## config.mk

```make
export PLATFORM = sky130hd
export DESIGN_NAME = cbuf_read_decode
export DESIGN_NICKNAME = d
export VERILOG_FILES = /design/src/verilog/cbuf_pkg.sv /design/src/verilog/cbuf_read_decode.sv
export SDC_FILE = /design/constraint.sdc
export NUM_CORES = 1
export LEC_CHECK = 0
export BUFFER_PORTS_ARGS = -buffer_cell sky130_fd_sc_hd__buf_2
export CAP_MARGIN = 40
export CELL_PAD_IN_SITES_DETAIL_PLACEMENT = 1
export CELL_PAD_IN_SITES_GLOBAL_PLACEMENT = 2
export CORE_UTILIZATION = 31
export CTS_CLUSTER_SIZE = 12
export DETAILED_ROUTE_END_ITERATION = 10
export PLACE_DENSITY = 0.77
export SYNTH_ARGS = -nofsm -noshare
export SYNTH_HDL_FRONTEND = slang
export SYNTH_SLANG_ARGS = --single-unit
```

## constraint.sdc

```tcl
create_clock -name nvdla_core_clk -period 1.35 [get_ports nvdla_core_clk]
set_input_delay 0.135 -clock nvdla_core_clk [delete_from_list [all_inputs] [get_ports nvdla_core_clk]]
set_output_delay 0.135 -clock nvdla_core_clk [all_outputs]
set_load 0.02 [all_outputs]
```

## src/verilog/cbuf_pkg.sv

```systemverilog
// ===================================================================
// convolution buffer definitions
// bank geometry, pipeline depths, word types and port structs
// ===================================================================
package cbuf_pkg;

  // ===================================================================
  // geometry
  // ===================================================================
  // one ram per bank, 16 rows of one word each
  localparam int cbuf_bank_num  = 16;
  localparam int cbuf_bank_bits = 4;
  localparam int cbuf_row_bits  = 4;
  // bank field sits above the row field
  localparam int cbuf_addr_bits = cbuf_bank_bits + cbuf_row_bits;
  localparam int cbuf_word_bits = 32;

  // ===================================================================
  // pipeline depths
  // ===================================================================
  // register levels of the bank output or-tree
  localparam int cbuf_merge_stages = 4;
  // request to response, decode + ram + merge tree
  localparam int cbuf_rd_latency   = 6;
  // inputs per or-tree node
  localparam int cbuf_merge_fanin  = 4;

  typedef logic [cbuf_addr_bits-1:0] cbuf_addr_t;
  typedef logic [cbuf_bank_bits-1:0] cbuf_bank_t;
  typedef logic [cbuf_row_bits-1:0]  cbuf_row_t;
  typedef logic [cbuf_word_bits-1:0] cbuf_word_t;
  // one bit per bank, used for enables and read hits
  typedef logic [cbuf_bank_num-1:0]  cbuf_bank_mask_t;

  // write request, data port 0 or weight port 1
  typedef struct packed {
    logic       en;
    cbuf_addr_t addr;
    cbuf_word_t data;
  } cbuf_wr_req_t;

  typedef struct packed {
    logic       en;
    cbuf_addr_t addr;
  } cbuf_rd_req_t;

  typedef struct packed {
    logic       valid;
    cbuf_word_t data;
  } cbuf_rd_rsp_t;

  // bank side write and read controls
  typedef struct packed {
    logic       en;
    cbuf_row_t  row;
    cbuf_word_t data;
  } cbuf_ram_wr_t;

  typedef struct packed {
    logic      en;
    cbuf_row_t row;
  } cbuf_ram_rd_t;

endpackage

```

## src/verilog/cbuf_read_decode.sv

```systemverilog
// ===================================================================
// convolution buffer read decode
// bank decode of both read ports, per-bank read request, hit pipeline
// ===================================================================
module cbuf_read_decode
  import cbuf_pkg::*;
(
  input  logic            nvdla_core_clk,
  input  logic            rst,
  input  cbuf_rd_req_t    dat_rd,
  input  cbuf_rd_req_t    wt_rd,
  output cbuf_ram_rd_t    ram_rd [cbuf_bank_num],
  output cbuf_bank_mask_t dat_hit,
  output cbuf_bank_mask_t wt_hit
);

  // bank and row fields of each port
  cbuf_bank_t      dat_bank;
  cbuf_bank_t      wt_bank;
  cbuf_row_t       dat_row;
  cbuf_row_t       wt_row;
  // one-hot bank hits, decode stage
  cbuf_bank_mask_t dat_hit_d0;
  cbuf_bank_mask_t wt_hit_d0;
  // per-bank read request
  cbuf_bank_mask_t rd_en_d0;
  cbuf_row_t       rd_row_d0 [cbuf_bank_num];
  cbuf_bank_mask_t rd_en_d1;
  cbuf_row_t       rd_row_d1 [cbuf_bank_num];
  // hit delay line, one stage for the request reg and one for the ram
  cbuf_bank_mask_t dat_hit_q [cbuf_rd_latency-cbuf_merge_stages];
  cbuf_bank_mask_t wt_hit_q [cbuf_rd_latency-cbuf_merge_stages];

  // ===================================================================
  // decode
  // ===================================================================
  assign dat_bank = dat_rd.addr[cbuf_addr_bits-1 -: cbuf_bank_bits];
  assign wt_bank  = wt_rd.addr[cbuf_addr_bits-1 -: cbuf_bank_bits];
  assign dat_row  = dat_rd.addr[cbuf_row_bits-1:0];
  assign wt_row   = wt_rd.addr[cbuf_row_bits-1:0];

  // ports never share a bank in one cycle, so the row pick is clean
  always_comb begin
    dat_hit_d0 = dat_rd.en ? (cbuf_bank_mask_t'(1) << dat_bank) : '0;
    wt_hit_d0  = wt_rd.en ? (cbuf_bank_mask_t'(1) << wt_bank) : '0;
    rd_en_d0   = dat_hit_d0 | wt_hit_d0;
    for (int b = 0; b < cbuf_bank_num; b++) begin
      rd_row_d0[b] = dat_hit_d0[b] ? dat_row : wt_row;
    end
  end

  // ===================================================================
  // read request register
  // ===================================================================
  always_ff @(posedge nvdla_core_clk) begin
    if (rst) begin
      rd_en_d1 <= '0;
    end else begin
      rd_en_d1 <= rd_en_d0;
    end
  end

  always_ff @(posedge nvdla_core_clk) begin
    for (int b = 0; b < cbuf_bank_num; b++) begin
      if (rd_en_d0[b]) begin
        rd_row_d1[b] <= rd_row_d0[b];
      end
    end
  end

  always_comb begin
    for (int b = 0; b < cbuf_bank_num; b++) begin
      ram_rd[b].en  = rd_en_d1[b];
      ram_rd[b].row = rd_row_d1[b];
    end
  end

  // hit pipeline, last stage lines up with the ram output register
  always_ff @(posedge nvdla_core_clk) begin
    if (rst) begin
      for (int i = 0; i < cbuf_rd_latency - cbuf_merge_stages; i++) begin
        dat_hit_q[i] <= '0;
        wt_hit_q[i]  <= '0;
      end
    end else begin
      dat_hit_q[0] <= dat_hit_d0;
      wt_hit_q[0]  <= wt_hit_d0;
      for (int i = 1; i < cbuf_rd_latency - cbuf_merge_stages; i++) begin
        dat_hit_q[i] <= dat_hit_q[i-1];
        wt_hit_q[i]  <= wt_hit_q[i-1];
      end
    end
  end

  assign dat_hit = dat_hit_q[cbuf_rd_latency-cbuf_merge_stages-1];
  assign wt_hit  = wt_hit_q[cbuf_rd_latency-cbuf_merge_stages-1];

endmodule

```

==> qor.csv, run 1 <==
metric;value;unit
HP Class;in2reg;
r2r setup slk;0.77;ns
sequential share of power;46.4;%
total wire length;14100;um
critical path's top delay family;flip-flops;
Critical Path Sink Type;output pin;
syn_area_per_cell;13.4;um^2
Leakage;2.82;nW
Die Width;132;um
Final GP Congestion;0.747;
Buf+Inv Stages, Crit Path;1;
r2r startpoint;dat_hit_q[0][4];
HP Start;wt_rd[7];
Clk network pwr share;47.1;%
First-pass DRT Iterations;4;
H-tree Lvls;4;
cts bufs inserted;17;
power per cell area;1490;nW/um^2
min cycle time layout;1.16;ns
core area;16600;um^2
# Post-CTS Setup Buffers;0;
Psw;2.30;mW
Crit path arrival time;1.03;ns
n_diodes;0;
routed vias/inst;4.50;
Main synth FF type;dfxtp_1;
DR vias;3449;
crit-path cells;buf_2;
Top Ports;132;
Net Sw Frac;22.8;%
critical path type;reg2out;
CTS tree;built;
die height;132;um
largest net degree at the start of global routing;65;
starting density of the core;31.7;%
Syn Std Cell Area;5260;um^2
nets;553;
Inst Count DP;734;
#FFs+latches synth;144;
ys async rst share;0;%
Critical Path Fanout Max;1;
WL/cell;18.4;um
Final WS setup;0.190;ns
RSZ-0062 raised after global routing;false;
FF-to-FF End;dat_hit_q[0][20];
count of flip-flops with a built-in enable after synthesis;64;
DR iter-0 viols;108;
CTS clock-pin slew for the worst setup and hold paths;0.06;ns
setup violators final;0;
aggregate global routing overflow;0;
Slew @ Worst Pin;0.670;ns
upper clock frequency limit;0.862;GHz
vias in the first global route;3727;
Worst EP required;1.22;ns
dpl ws;-0.249;ns
fin cells;766;
Fin. Hold Viols;0;
final core occ;41.0;%
post-route ant nets;0;
Tcrit/Tclk final;86.0;%
Hold-fix buffers, CTS;0;
post-DP HPWL;9820;um
Max Slew Vio Count;0;
CP max stage delay;0.42;ns
Int Power;7.81;mW
max-cap viol count;0;
first-pass GRT wire length;21700;um
Synth Warn #;0;
Peak VDD IR;0.825;mV
cts repair resizes;0;
worst rel slew slack;54.9;%
Layout area overhead;29.1;%
syn nets;414;
Logic pwr share;6.5;%
buffers added on ports;131;
Max Clock Skew;0.00600;ns
Mapped Cells;394;
clk_lat worst skew;0.41;ns
FP Rows;47;
worst hold path cell count;4;
Sink Count;144;
DIE AREA;17500;um^2
CTS Root Cell;clkbuf_16;
layout cell share with drive strength beyond 1;49.6;%
R2R depth;1;
CP max stage cell;edfxtp_1;
startpoint types;flop;
synth unique cells;19;
drt drc;0;
antenna violations before repair;0;
clock tree buffer depth;2;
Total GRT Usage;16.9;%
Min-Delay Endpoint;wt_hit_q[0][5];
status;finished clean;
sequential element share of the synthesized area;66.9;%
[area by class of cell]
| class | count | area [um^2] |
|---|---|---|
| clock buffer | 19 | 464 |
| fill | 1787 | 9790 |
| timing repair buffer | 171 | 956 |
| tap | 220 | 275 |
| clock inverter | 13 | 149 |
| multi-input combinational | 199 | 1430 |
| sequential | 144 | 3520 |
[per-layer routing]
layer	track usage [%]	part of all wire, %	up-vias
li1	-	-	1625
met1	20.2	43	1698
met2	28.8	50	112
met3	5.15	5.5	14
met4	5.75	1.1	0
met5	0	0	-
[power by group through the flow]
stage / sequential (mW) / combinational, mW / clock [mW]
floorplan: 4.88 / 0.265 / 0
global placement: 4.79 / 0.644 / 0
detailed placement: 4.78 / 0.660 / 0
CTS: 4.69 / 0.665 / 4.87
global route: 4.70 / 0.705 / 5.06
finish: 4.69 / 0.659 / 4.77
[metrics by stage]
stage | total power [mW] | hold slack [ns] | area (um^2) | setup TNS [ns]
detailed placement | 5.44 | 0.425 | 6180 | -8.71
finish | 10.1 | 0.233 | 6800 | 0
global route | 10.5 | 0.273 | 6800 | 0
CTS | 10.2 | 0.225 | 6800 | 0
global placement | 5.43 | 0.431 | 6180 | -3.53
floorplan | 5.15 | 0.329 | 5260 | 0
[state kept, by name, summed over array words and instances, names as in the netlist]
register and count:
wt_hit_q 32, rd_row_d1 64, dat_hit_q 32, rd_en_d1 16
[worst min-delay path: cells and delay by family]
family | cells | cell delay [ns]
buf+inv | 1 | 0.11
simple gates | 3 | 0.34
[placed cells by master, fill, tap and decap left out, drive strengths merged]
cell and instances:
and2b 2, and3 1, and3b 2, buf 171, bufinv 2, clkbuf 19, clkinv 6, dfxtp 80
edfxtp 64, inv 5, mux2 64, nand2 19, nand2b 2, nand3 6, nor2 34, nor2b 35
nor3b 1, o21ai 16, o22ai 16, or2 1
[how the worst max path moves through the flow]
stage                            endpoint  cells past startpoint  slack [ns]            start
final                          ram_rd[26]                      1        0.19  rd_row_d1[1][9]
after global routing      rd_row_d1[0][8]                      5        0.14        dat_rd[6]
after CTS                      ram_rd[26]                      1        0.18  rd_row_d1[1][9]
after detailed placement  rd_row_d1[0][9]                      5       -0.25        dat_rd[6]
after global placement    rd_row_d1[0][8]                      5       -0.16        dat_rd[6]
after floorplan           rd_row_d1[1][0]                      3        0.11         wt_rd[4]
[kinds of logic (layout without fill, tap and decap cells)]
group	count (synthesis)	count (layout)	synth area share, %
flops	144	144	66.9
compound gates	32	32	3.42
buf+inv	51	203	5.92
mux	64	64	13.7
simple gates	103	103	10.0
[synth_stat cells, drive strengths merged, types with 6 or more instances]
| cell | count | area (um^2) |
|---|---|---|
| edfxtp | 64 | 1920 |
| dfxtp | 80 | 1600 |
| nand2 | 19 | 71.3 |
| clkbuf | 18 | 67.6 |
| o22ai | 16 | 100 |
| nor2b | 35 | 219 |
| nand3 | 6 | 40.0 |
| nor2 | 34 | 128 |
| o21ai | 16 | 80.1 |
| buf | 33 | 244 |
| mux2 | 64 | 721 |
(Power assumes the default switching activity.)
==> run 2, diff against run 1 <==
- CORE_UTILIZATION: 31 -> 35
- PLACE_DENSITY: 0.77 -> 0.82
- RECOVER_POWER: not set -> 50
- clock period: 1.35 -> 1.17 ns (I/O delays scaled with it)
==> qor.csv, run 2 (synthesis results as in run 1) <==
metric;value;unit
status;finished clean;
CP max stage delay;0.45;ns
worst setup path startpoint;rd_row_d1[0][25];
Crit path arrival time;1.04;ns
Peak VDD IR;1.06;mV
Leakage;2.85;nW
min cycle time layout;1.15;ns
Tcrit/Tclk final;98.7;%
Inst Count DP;706;
buffers added on ports;131;
upper clock frequency limit;0.866;GHz
layout cell share with drive strength beyond 1;48.0;%
aggregate global routing overflow;0;
CTS tree;built;
r2r setup slk;0.58;ns
routed vias/inst;4.74;
H-tree Lvls;4;
dpl ws;-0.337;ns
n_diodes;0;
max reg flops;64;
Total GRT Usage;18.7;%
commonest non-fill, non-tap cell in the layout;buf_2;
Pwr Total;12.0;mW
Top Ports;132;
setup violators final;0;
r2r startpoint;dat_hit_q[0][5];
Top Registers;rd_row_d1 x64, dat_hit_q x32, wt_hit_q x32;
Slew @ Worst Pin;1.05;ns
Fin. Hold Viols;0;
HP Class;in2reg;
RSZ-0062 raised after global routing;false;
Die Width;125;um
fin cells;738;
worst rel slew slack;30.1;%
post-route ant nets;0;
max-cap viol count;0;
DR vias;3497;
startpoint types;flop;
TNS Setup;0;ns
R2R depth;1;
WL/cell;18.7;um
DR iter-0 viols;185;
DIE AREA;15500;um^2
worst setup path endpoint;ram_rd[46];
Max Clock Skew;0.00243;ns
Layout area overhead;29.9;%
final core occ;46.9;%
Final WS setup;0.0152;ns
clock tree buffer depth;2;
antenna violations before repair;0;
Critical Path Fanout Max;1;
HP Start;wt_rd[5];
die height;125;um
nets;561;
power per cell area;1750;nW/um^2
core area;14600;um^2
starting density of the core;36.1;%
vias in the first global route;3704;
total wire length;13800;um
crit-path cells;buf_6;
critical path's top delay family;flip-flops;
Critical Path Stages;1;
Worst EP required;1.05;ns
clk_lat worst skew;0.42;ns
FF-to-FF End;dat_hit_q[0][21];
post-DP HPWL;9550;um
CTS Root Cell;clkbuf_16;
First-pass DRT Iterations;4;
Buf+Inv Stages, Crit Path;1;
largest net degree at the start of global routing;65;
CTS clock-pin slew for the worst setup and hold paths;0.06;ns
critical path type;reg2out;
FP Rows;44;
Final GP Congestion;0.794;
cts bufs inserted;17;
Critical Path Sink Type;output pin;
Max Slew Vio Count;0;
Sink Count;144;
first-pass GRT wire length;21400;um
most frequent cells in the layout;buf_2, dfxtp_1, mux2_2, edfxtp_1, buf_4;
Biggest register;rd_row_d1;
drt drc;0;
CP max stage cell;edfxtp_1;
-- run 2: area by class of cell --
type	count	area, um^2
clock buffer	24	514
clock inverter	8	121
sequential	144	3520
multi-input combinational	199	1420
tap	184	230
fill	1523	7750
timing repair buffer	179	1020
-- run 2: worst min-delay path by stage --
stage | endpoint | slack (ns) | cells past startpoint
final | wt_hit_q[0][4] | 0.19 | 4
after global routing | wt_hit_q[0][0] | 0.22 | 4
after CTS | wt_hit_q[0][4] | 0.18 | 4
after detailed placement | dat_hit_q[0][31] | 0.43 | 1
after global placement | wt_hit_q[0][25] | 0.43 | 1
after floorplan | dat_hit_q[0][11] | 0.31 | 2
-- run 2: report_power, final --
group | internal (mW) | total (mW) | leakage (nW) | switching, mW
Clock | 3.73 | 5.76 | 0.316 | 2.03
Sequential | 5.38 | 5.42 | 1.23 | 0.0418
Combinational | 0.296 | 0.775 | 1.30 | 0.479
Total | 9.40 | 12.0 | 2.85 | 2.55
-- run 2: per-stage QoR --
| step | cell area [um^2] | hold slack, ns |
|---|---|---|
| 3_3_place_gp | 6200 | 0.431 |
| 6_report | 6840 | 0.191 |
| 4_1_cts | 6850 | 0.176 |
| 3_5_place_dp | 6200 | 0.425 |
| 5_1_grt | 6840 | 0.217 |
| 2_1_floorplan | 5260 | 0.311 |
-- run 2: timing repair --
action,CTS,global route
gates resized for setup,4,7
hold buffers,0,0
pin swaps,0,0
buffers inserted,0,0
cloned,0,0
setup endpoints to repair,2,7
-- run 2: metal layers --
metal | GRT usage [%] | share of wire (%) | vias up
met4 | 7.94 | 1.7 | 0
met3 | 5.54 | 6.3 | 20
met5 | 0 | 0 | -
met2 | 30.4 | 48 | 144
li1 | - | - | 1639
met1 | 23.0 | 44 | 1694
