## src/verilog/cbuf_pkg.sv

```systemverilog
// ===================================================================
// convolution buffer definitions
// bank geometry, pipeline depths, word types and port structs
// ===================================================================
package cbuf_pkg;

  // ===================================================================
  // geometry
  // ===================================================================
  // one ram per bank, 16 rows of one word each
  localparam int cbuf_bank_num  = 16;
  localparam int cbuf_bank_bits = 4;
  localparam int cbuf_row_bits  = 4;
  // bank field sits above the row field
  localparam int cbuf_addr_bits = cbuf_bank_bits + cbuf_row_bits;
  localparam int cbuf_word_bits = 32;

  // ===================================================================
  // pipeline depths
  // ===================================================================
  // register levels of the bank output or-tree
  localparam int cbuf_merge_stages = 4;
  // request to response, decode + ram + merge tree
  localparam int cbuf_rd_latency   = 6;
  // inputs per or-tree node
  localparam int cbuf_merge_fanin  = 4;

  typedef logic [cbuf_addr_bits-1:0] cbuf_addr_t;
  typedef logic [cbuf_bank_bits-1:0] cbuf_bank_t;
  typedef logic [cbuf_row_bits-1:0]  cbuf_row_t;
  typedef logic [cbuf_word_bits-1:0] cbuf_word_t;
  // one bit per bank, used for enables and read hits
  typedef logic [cbuf_bank_num-1:0]  cbuf_bank_mask_t;

  // write request, data port 0 or weight port 1
  typedef struct packed {
    logic       en;
    cbuf_addr_t addr;
    cbuf_word_t data;
  } cbuf_wr_req_t;

  typedef struct packed {
    logic       en;
    cbuf_addr_t addr;
  } cbuf_rd_req_t;

  typedef struct packed {
    logic       valid;
    cbuf_word_t data;
  } cbuf_rd_rsp_t;

  // bank side write and read controls
  typedef struct packed {
    logic       en;
    cbuf_row_t  row;
    cbuf_word_t data;
  } cbuf_ram_wr_t;

  typedef struct packed {
    logic      en;
    cbuf_row_t row;
  } cbuf_ram_rd_t;

endpackage

```

## src/verilog/cbuf_bank_ram.sv

```systemverilog
// ===================================================================
// convolution buffer bank
// one write port and one registered read port
// ===================================================================
module cbuf_bank_ram
  import cbuf_pkg::*;
(
  input  logic         nvdla_core_clk,
  input  cbuf_ram_wr_t wr,
  input  cbuf_ram_rd_t rd,
  output cbuf_word_t   rd_data
);

  // storage array, one word per row
  cbuf_word_t mem [2**cbuf_row_bits];

  // write side
  always_ff @(posedge nvdla_core_clk) begin
    if (wr.en) begin
      mem[wr.row] <= wr.data;
    end
  end

  // read side, output register holds until the next read
  // same row read and write in one cycle returns the old word
  always_ff @(posedge nvdla_core_clk) begin
    if (rd.en) begin
      rd_data <= mem[rd.row];
    end
  end

endmodule

```

## config.mk

```make
export PLATFORM = sky130hd
export DESIGN_NAME = cbuf_bank_ram
export DESIGN_NICKNAME = d
export VERILOG_FILES = /design/src/verilog/cbuf_pkg.sv /design/src/verilog/cbuf_bank_ram.sv
export SDC_FILE = /design/constraint.sdc
export NUM_CORES = 1
export LEC_CHECK = 0
export BUFFER_PORTS_ARGS = -buffer_cell sky130_fd_sc_hd__buf_4
export CAP_MARGIN = 20
export CORE_UTILIZATION = 35
export CTS_CLUSTER_SIZE = 28
export DETAILED_ROUTE_END_ITERATION = 12
export SLEW_MARGIN = 20
export SYNTH_ARGS = -nofsm -noshare
export SYNTH_HDL_FRONTEND = slang
export SYNTH_SLANG_ARGS = --single-unit
```

## constraint.sdc

```tcl
create_clock -name nvdla_core_clk -period 4.7 [get_ports nvdla_core_clk]
set_input_delay 0.705 -clock nvdla_core_clk [delete_from_list [all_inputs] [get_ports nvdla_core_clk]]
set_output_delay 0.705 -clock nvdla_core_clk [all_outputs]
set_load 0.1 [all_outputs]
```

==> results of run 1 <==
[registers in the layout, summed over array words and instances (netlist names)]
| register | flops |
|---|---|
| rd_data | 32 |
| mem | 512 |
[worst register-to-register path, stage by stage (launching register included)]
cell and delay [ns]:
edfxtp_1 0.37, mux4_2 0.50, a22oi_1 0.30, nand2_1 0.10
[layout by cell type (no fill, tap or decap)]
cell,n
edfxtp_1,544
mux4_2,128
buf_4,101
a22oi_1,64
clkbuf_16,55
nand2_1,33
nor2_4,13
clkinv_1,12
clkbuf_1,12
clkinv_2,11
nor3_2,4
inv_6,4
bufinv_16,4
buf_12,4
nor2b_4,2
nand3b_1,2
nand2b_1,2
and2_2,1
nand3_1,1
or3b_2,1
clkbuf_8,1
[power by group]
| group | total [mW] | internal (mW) | switching (mW) |
|---|---|---|---|
| sequential | 5.50 | 5.47 | 0.0327 |
| combinational | 0.664 | 0.214 | 0.450 |
| clock | 4.15 | 2.36 | 1.79 |
[stage by stage]
step / util [%] / power [mW]
6_report: 41.5 / 10.3
5_1_grt: 41.5 / 10.6
4_1_cts: 41.5 / 10.4
3_5_place_dp: 38.6 / 6.28
3_3_place_gp: 38.6 / 6.26
2_1_floorplan: - / 6.03
[area by class of cell]
type,instances,area (um2)
Fill cell,4816,33200
Sequential cell,544,16300
Multi-Input combinational cell,251,3750
Clock buffer,67,1420
Tap cell,756,946
Timing Repair Buffer,106,852
Clock inverter,31,255
[how the worst min path moves through the flow]
stage,slack [ns],cells past startpoint,start,end
after floorplan,0.71,3,mem[14][0],rd_data[0]
after global routing,0.39,1,wr[4],mem[12][4]
after detailed placement,0.74,3,mem[13][4],rd_data[4]
after CTS,0.37,1,wr[4],mem[12][4]
after global placement,0.73,3,mem[7][15],rd_data[15]
final,0.40,1,wr[15],mem[14][15]
[logic make-up (layout without fill, tap and decap cells)]
group | count (synthesis) | after routing | synth area share (%)
mux | 128 | 128 | 14.3
flops | 544 | 544 | 81.0
compound gates | 64 | 64 | 2.38
buf+inv | 43 | 204 | 1.10
simple gates | 59 | 59 | 1.25
[layer usage]
metal	part of all wire, %	up-vias
met5	0	-
met3	5.6	57
li1	-	3857
met2	49	281
met1	44	4941
met4	1.6	0
==> flow_summary.json, run 1 <==
{
  "worstPathRequired_ns": 5.05,
  "status": "complete, no violations",
  "rrSetupSlack_ns": 3.18,
  "clock_latency_ns": 0.60,
  "row_count": 87,
  "r2r-end": "rd_data[7]",
  "antenna_found_initial": 0,
  "cap_violations": 0,
  "die_h_um": 242,
  "antenna_cells": 0,
  "post_dp_cell_area_um2": 21900,
  "core_um2": 56700,
  "p_per_area_nw_per_um2": 438,
  "clk_path_buf_depth": 3,
  "cp_max_fo": 56,
  "cp.depth": 5,
  "synth-seq-area-share_pct": 81.0,
  "r2r_start": "mem[3][7]",
  "cts_buffers": 55,
  "hold_buffers": 0,
  "start_kind": "primary input",
  "worst_ep_arrival_time_ns": 2.67,
  "areaGrowthSynthToFinish_pct": 16.8,
  "avgSynthCellArea_um2": 24.1,
  "grt_use_met3_pct": 3.36,
  "yosysWarnings": 0,
  "crit_chain": "clkbuf_8, buf_4, mux4_2, a22oi_1, nand2_1",
  "path_class": "in2reg",
  "synthTopCellsByCount": "edfxtp_1 (544), mux4_2 (128), a22oi_1 (64), nand2_1 (33), clkbuf_1 (17)",
  "first_global_vias": 9710,
  "vdd_drop_max_mv": 0.266,
  "detail_route.first_pass.iterations": 5,
  "netlist_area_um2": 20200,
  "grt_setup_unrepaired": "false",
  "dp_hpwl_um": 24700,
  "grt_max_degree": 57,
  "clkTransAtPathRegs_ns": 0.06,
  "die_x_um": 242,
  "tightestPinTransition_ns": 0.991,
  "wire_per_inst_um": 25.9,
  "worst-path-buf-inv": 2,
  "initial_core_util_pct": 35.6,
  "wl_um": 45400,
  "crit_end": "rd_data[17]",
  "cp_slowest_stage_delay_ns": 0.56,
  "post_cts_resized": 0,
  "final_layout_size_suffix_gt1_share_pct": 32.9,
  "cts_tree": "done",
  "tns_ns": 0,
  "grt.met2_usage_pct": 25.4,
  "leakagePower_nw": 7.45,
  "grt.met1_usage_pct": 21.4,
  "synth_area_leader_cell": "edfxtp_1",
  "io_buffers": 74,
  "endpoint_kind": "register",
  "final_nets": 1001,
  "post_cts.repair.setup_buffers": 0,
  "fin_area_um2": 23600,
  "max_freq_mhz": 432,
  "place.gp.congestion": 0.709,
  "finalWorstSetupSlack_ns": 2.38,
  "syn_inst": 838,
  "synth_area_leaders": "edfxtp_1 (81%), mux4_2 (14%), a22oi_1 (2.4%)",
  "syn_nets": 881,
  "htreeDepth": 2,
  "period_minus_slack_ns": 2.32,
  "hold_slack_ns": 0.397,
  "die-area_um2": 58600,
  "finalNonFillerCells": 1755,
  "placed_cells": 1657,
  "grt-busiest-layer": "met2",
  "setup_viol": 0,
  "cp_top_family": "buffers and inverters",
  "synth.most_common_cell": "edfxtp_1",
  "finalMaxSlewViolations": 0,
  "ys.flop_type": "edfxtp_1",
  "cts-root-buf": "clkbuf_16",
  "relSlewSlack_pct": 33.8,
  "ys_types": 17,
  "startpoint": "rd[0]",
  "drc": 0,
  "synth.top_cell.area_share_pct": 81.0,
  "grt_pass1_wl_um": 66400,
  "synth_edf_count": 544,
  "grt_overflow": 0,
  "period_share_pct": 49.3,
  "reg2regPathDepth": 3,
  "hold_viol": 0,
  "cts_sinks": 544,
  "track_usage_pct": 15.6,
  "via_per_inst": 5.21,
  "ant_nets": 0,
  "cp_slowest_cell": "mux4_2",
  "vias": 9136,
  "ios": 75,
  "ys_seq_elements": 544,
  "drt_iter0_drc": 949,
  "finClkSkew_ns": 0.0166,
  "synthArstFlopShare_pct": 0,
  "hp-class": "in2reg",
  "dp_slack_ns": 1.70
}
Power figures use the tool's default switching activity.
==> inputs of run 2 (changes only) <==
clock period = 1.9 ns   (was 4.7 ns; I/O delays follow)
==> run 2 against run 1 <==
Compared with the run above:
- largest cell class unchanged
- wire length shrank 1.7%
- core utilization grew 1.7 points
- die area is the same
==> flow_summary.json, run 2 (synthesis gave the netlist of run 1 again) <==
{
  "status": "complete, no violations",
  "fin_area_um2": 24500,
  "max_freq_mhz": 595,
  "cts_sinks": 544,
  "clk_path_buf_depth": 3,
  "dp_hpwl_um": 24300,
  "core_um2": 56700,
  "die_x_um": 242,
  "reg.largest.list": "mem (512), rd_data (32)",
  "p_per_area_nw_per_um2": 1050,
  "crit_chain": "buf_4",
  "drt_iter0_drc": 909,
  "ios": 75,
  "worst_ep_arrival_time_ns": 1.39,
  "relSlewSlack_pct": 31.8,
  "post_cts_resized": 0,
  "wl_um": 44700,
  "antenna_cells": 0,
  "cp_slowest_cell": "edfxtp_1",
  "period_minus_slack_ns": 1.68,
  "top_register": "mem",
  "initial_core_util_pct": 35.6,
  "track_usage_pct": 15.4,
  "endpoint_kind": "primary output",
  "cp_slowest_stage_delay_ns": 0.46,
  "row_count": 87,
  "path_class": "reg2out",
  "worst-path-buf-inv": 1,
  "worstPathRequired_ns": 1.62,
  "io_buffers": 74,
  "period_share_pct": 88.4,
  "grt_overflow": 0,
  "finClkSkew_ns": 0.0108,
  "grt_pass1_wl_um": 66200,
  "clkTransAtPathRegs_ns": 0.06,
  "via_per_inst": 5.18,
  "placed_cells": 1678,
  "hp-class": "in2reg",
  "vdd_drop_max_mv": 0.645,
  "first_global_vias": 9927,
  "finalMaxSlewViolations": 0,
  "areaGrowthSynthToFinish_pct": 21.5,
  "hold_viol": 0,
  "cp_top_family": "flip-flops",
  "final_nets": 1054,
  "cts_buffers": 55,
  "grt_max_degree": 40,
  "die_h_um": 242,
  "clock_latency_ns": 0.60,
  "wire_per_inst_um": 24.7,
  "start_kind": "register",
  "rrSetupSlack_ns": 0.46,
  "cp_max_fo": 1,
  "setup_viol": 0,
  "post_dp_cell_area_um2": 22500,
  "finalNonFillerCells": 1807,
  "power_mw": 25.9,
  "largest_register_ffs": 512,
  "grt_setup_unrepaired": "false",
  "antenna_found_initial": 1,
  "detail_route.first_pass.iterations": 4,
  "tightestPinTransition_ns": 1.02,
  "htreeDepth": 2,
  "ant_nets": 0,
  "drc": 0,
  "cts-root-buf": "clkbuf_16",
  "leakagePower_nw": 7.84,
  "cap_violations": 0,
  "vias": 9369,
  "place.gp.congestion": 0.710,
  "layout_commonest_cell": "edfxtp_1",
  "fillers": 4835,
  "die-area_um2": 58600,
  "layout_common_cells": "edfxtp_1 (544), mux4_2 (128), buf_4 (91)",
  "final_layout_size_suffix_gt1_share_pct": 33.7,
  "cts_tree": "done"
}
[run 2: path summary, 6_finish.rpt]
check                                  from          end  cells after the start
worst min-delay path                  rd[4]  rd_data[29]                      1
worst min register to register  mem[12][17]  rd_data[17]                      3
worst max register to register   mem[1][17]  rd_data[17]                      3
worst max-delay path            rd_data[17]  rd_data[17]                      1
[run 2: final cells by class]
cell class | instances | area, um2 | share of cell area, %
clock inverters | 34 | 285 | 1.16
well taps | 756 | 946 | 3.86
repair buffers | 159 | 1720 | 7.01
flip-flops and latches | 544 | 16300 | 66.6
clock buffers | 63 | 1450 | 5.91
multi-input cells | 251 | 3780 | 15.4
[run 2: through the flow]
step | setup TNS [ns] | setup WS (ns) | hold slack [ns] | util (%)
final | 0 | 0.220 | 0.128 | 43.2
after global routing | 0 | 0.203 | 0.127 | 43.2
after CTS | 0 | 0.178 | 0.109 | 43.2
after detailed placement | -0.309 | -0.0391 | 0.588 | 39.6
after global placement | -0.284 | -0.0428 | 0.579 | 39.6
after floorplan | -142.24 | -0.413 | 0.384 | -
[run 2: report_power, final]
group | internal, mW | switching [mW]
registers | 13.5 | 0.0816
clock network | 6.09 | 4.38
logic | 0.649 | 1.14
total | 20.3 | 5.60
[run 2: metal layers]
layer	vias to the layer above	wire length (um)	global-route usage, %
met1	5135	20300	22.1
met5	-	17	0
li1	3948	-	-
met2	230	21600	24.4
met4	2	736	4.19
met3	54	2060	2.36
[run 2: repair_timing]
action / 4_1_cts / 5_1_grt
hold endpoints to repair: 512 / 0
hold buffers: 32 / 0
buffers inserted: 0 / 0
==> inputs of run 3 (changes only) <==
BUFFER_PORTS_ARGS = unset   (was -buffer_cell sky130_fd_sc_hd__buf_4)
DONT_BUFFER_PORTS = 1   (was unset)
==> run 3 against run 2 <==
Compared with the run above:
- global-route usage decreased by 1.1 points
- cell area decreased by 3.7%
- worst setup slack improved by 0.056 ns
- via count decreased by 4.5%
- sequential cell count unchanged
- register-to-register slack got worse by 0.06 ns
- fmax increased by 3.5%
- core utilization decreased by 1.6 points
- sequential power about the same
- combinational power decreased by 18%
- wire length decreased by 7.8%
==> flow_summary.json, run 3 (synthesis gave the netlist of run 1 again) <==
{
  "grt_setup_unrepaired": "false",
  "drt_iter0_drc": 715,
  "dp_slack_ns": 0.282,
  "p_per_area_nw_per_um2": 1040,
  "final_nets": 980,
  "row_count": 87,
  "grt_max_degree": 129,
  "setup_viol": 0,
  "r2r_start": "mem[10][2]",
  "hp-class": "in2reg",
  "endpoint_kind": "primary output",
  "clkTransAtPathRegs_ns": 0.06,
  "io_buffers": 0,
  "cts-root-buf": "clkbuf_16",
  "cts_buffers": 52,
  "die_h_um": 242,
  "path_class": "reg2out",
  "cap_violations": 0,
  "cp_top_family": "flip-flops",
  "place.gp.congestion": 0.687,
  "drc": 0,
  "reg.largest.list": "mem (512), rd_data (32)",
  "period_share_pct": 85.4,
  "cp_max_fo": 1,
  "htreeDepth": 2,
  "cp_slowest_stage_delay_ns": 0.45,
  "finClkSkew_ns": 0.00872,
  "vdd_drop_max_mv": 0.608,
  "reg2regPathDepth": 3,
  "whs_path_depth": 1,
  "crit_chain": "buf_4",
  "dp_hpwl_um": 20800,
  "fillers": 4871,
  "largest_register_ffs": 512,
  "finalWorstSetupSlack_ns": 0.277,
  "cp_slowest_cell": "edfxtp_1",
  "cts_sinks": 544,
  "relSlewSlack_pct": 34.1,
  "start_kind": "register",
  "core_um2": 56700,
  "via_per_inst": 5.16,
  "grt_pass1_wl_um": 62100,
  "worstPathRequired_ns": 1.62,
  "wire_per_inst_um": 23.7,
  "worst_ep_arrival_time_ns": 1.34,
  "first_global_vias": 9686,
  "grt_overflow": 0,
  "cell_internal_pwr_mw": 19.4,
  "leakagePower_nw": 7.32,
  "worstHoldStart": "rd[4]",
  "worst-path-buf-inv": 1,
  "wl_um": 41200,
  "tns_ns": 0,
  "combinationalPowerShare_pct": 6.0,
  "die-area_um2": 58600,
  "initial_core_util_pct": 35.6,
  "ant_nets": 0,
  "finalMaxSlewViolations": 0,
  "rrSetupSlack_ns": 0.40,
  "p_seq_share_pct": 55.4,
  "die_x_um": 242,
  "top_register": "mem",
  "max_freq_mhz": 616,
  "swShare_pct": 20.9,
  "pwr-share-clk_pct": 38.6,
  "period_minus_slack_ns": 1.62,
  "track_usage_pct": 14.2,
  "clk_path_buf_depth": 3,
  "cts_tree": "done",
  "status": "complete, no violations",
  "final_layout_size_suffix_gt1_share_pct": 27.3,
  "hold_end": "rd_data[29]",
  "antenna_found_initial": 2,
  "layout_common_cells": "edfxtp_1 (544), mux4_2 (128), a22oi_1 (64)",
  "detail_route.first_pass.iterations": 7,
  "vias": 8948,
  "layout_commonest_cell": "edfxtp_1",
  "ios": 75,
  "hold_viol": 0,
  "antenna_cells": 0,
  "clock_latency_ns": 0.56,
  "tightestPinTransition_ns": 0.989,
  "r2r-end": "rd_data[2]",
  "hold_slack_ns": 0.111,
  "p_sw_mw": 5.12,
  "areaGrowthSynthToFinish_pct": 17.0
}
[run 3: changes by cell type in the layout (fill, tap and decap cells not counted), sizes merged]
cell    previous run  this run
buf              126        56
bufinv             5         2
clkbuf            64        72
clkinv            27        20
inv                1         0
[run 3: worst max path at each step]
stage | start | slack (ns) | cells past startpoint | end
floorplan | wr[34] | -0.41 | 2 | mem[10][0]
global placement | rd[3] | 0.24 | 3 | rd_data[2]
detailed placement | rd[3] | 0.28 | 3 | rd_data[5]
CTS | rd_data[22] | 0.22 | 1 | rd_data[22]
global route | rd_data[17] | 0.23 | 1 | rd_data[17]
finish | rd_data[17] | 0.28 | 1 | rd_data[17]
[run 3: per-stage QoR]
step	power [mW]	std cells	utilization (%)	cell area, um2
floorplan	14.9	838	-	20200
global placement	15.1	1606	38.3	21700
detailed placement	15.1	1606	38.3	21700
CTS	24.8	1734	41.6	23600
global route	25.4	1734	41.6	23600
finish	24.6	1734	41.6	23600
[run 3: cell type report]
class | count | area [um2] | area share, %
Timing Repair Buffer | 88 | 998 | 4.23
Sequential cell | 544 | 16300 | 69.2
Clock inverter | 23 | 150 | 0.636
Clock buffer | 72 | 1400 | 5.92
Tap cell | 756 | 946 | 4.01
Multi-Input combinational cell | 251 | 3780 | 16.0
[run 3: per-layer routing]
metal | vias up | global-route usage [%] | wire length [um]
met4 | 4 | 3.33 | 558
met2 | 240 | 22.3 | 19600
met3 | 57 | 2.79 | 2270
met1 | 4835 | 20.6 | 18700
li1 | 3812 | - | -
met5 | - | 0 | 23
[run 3: timing repair]
action	in CTS	in global routing
endpoints found under the hold margin	544	0
hold buffers	33	0
setup buffers	0	0
gates resized for setup	0	0
[run 3: power groups by stage]
stage	logic [mW]	registers, mW	clock network [mW]
6_report	1.47	13.6	9.49
5_1_grt	1.56	13.6	10.2
4_1_cts	1.50	13.6	9.74
3_5_place_dp	1.27	13.9	0
3_3_place_gp	1.26	13.8	0
2_1_floorplan	0.649	14.3	0
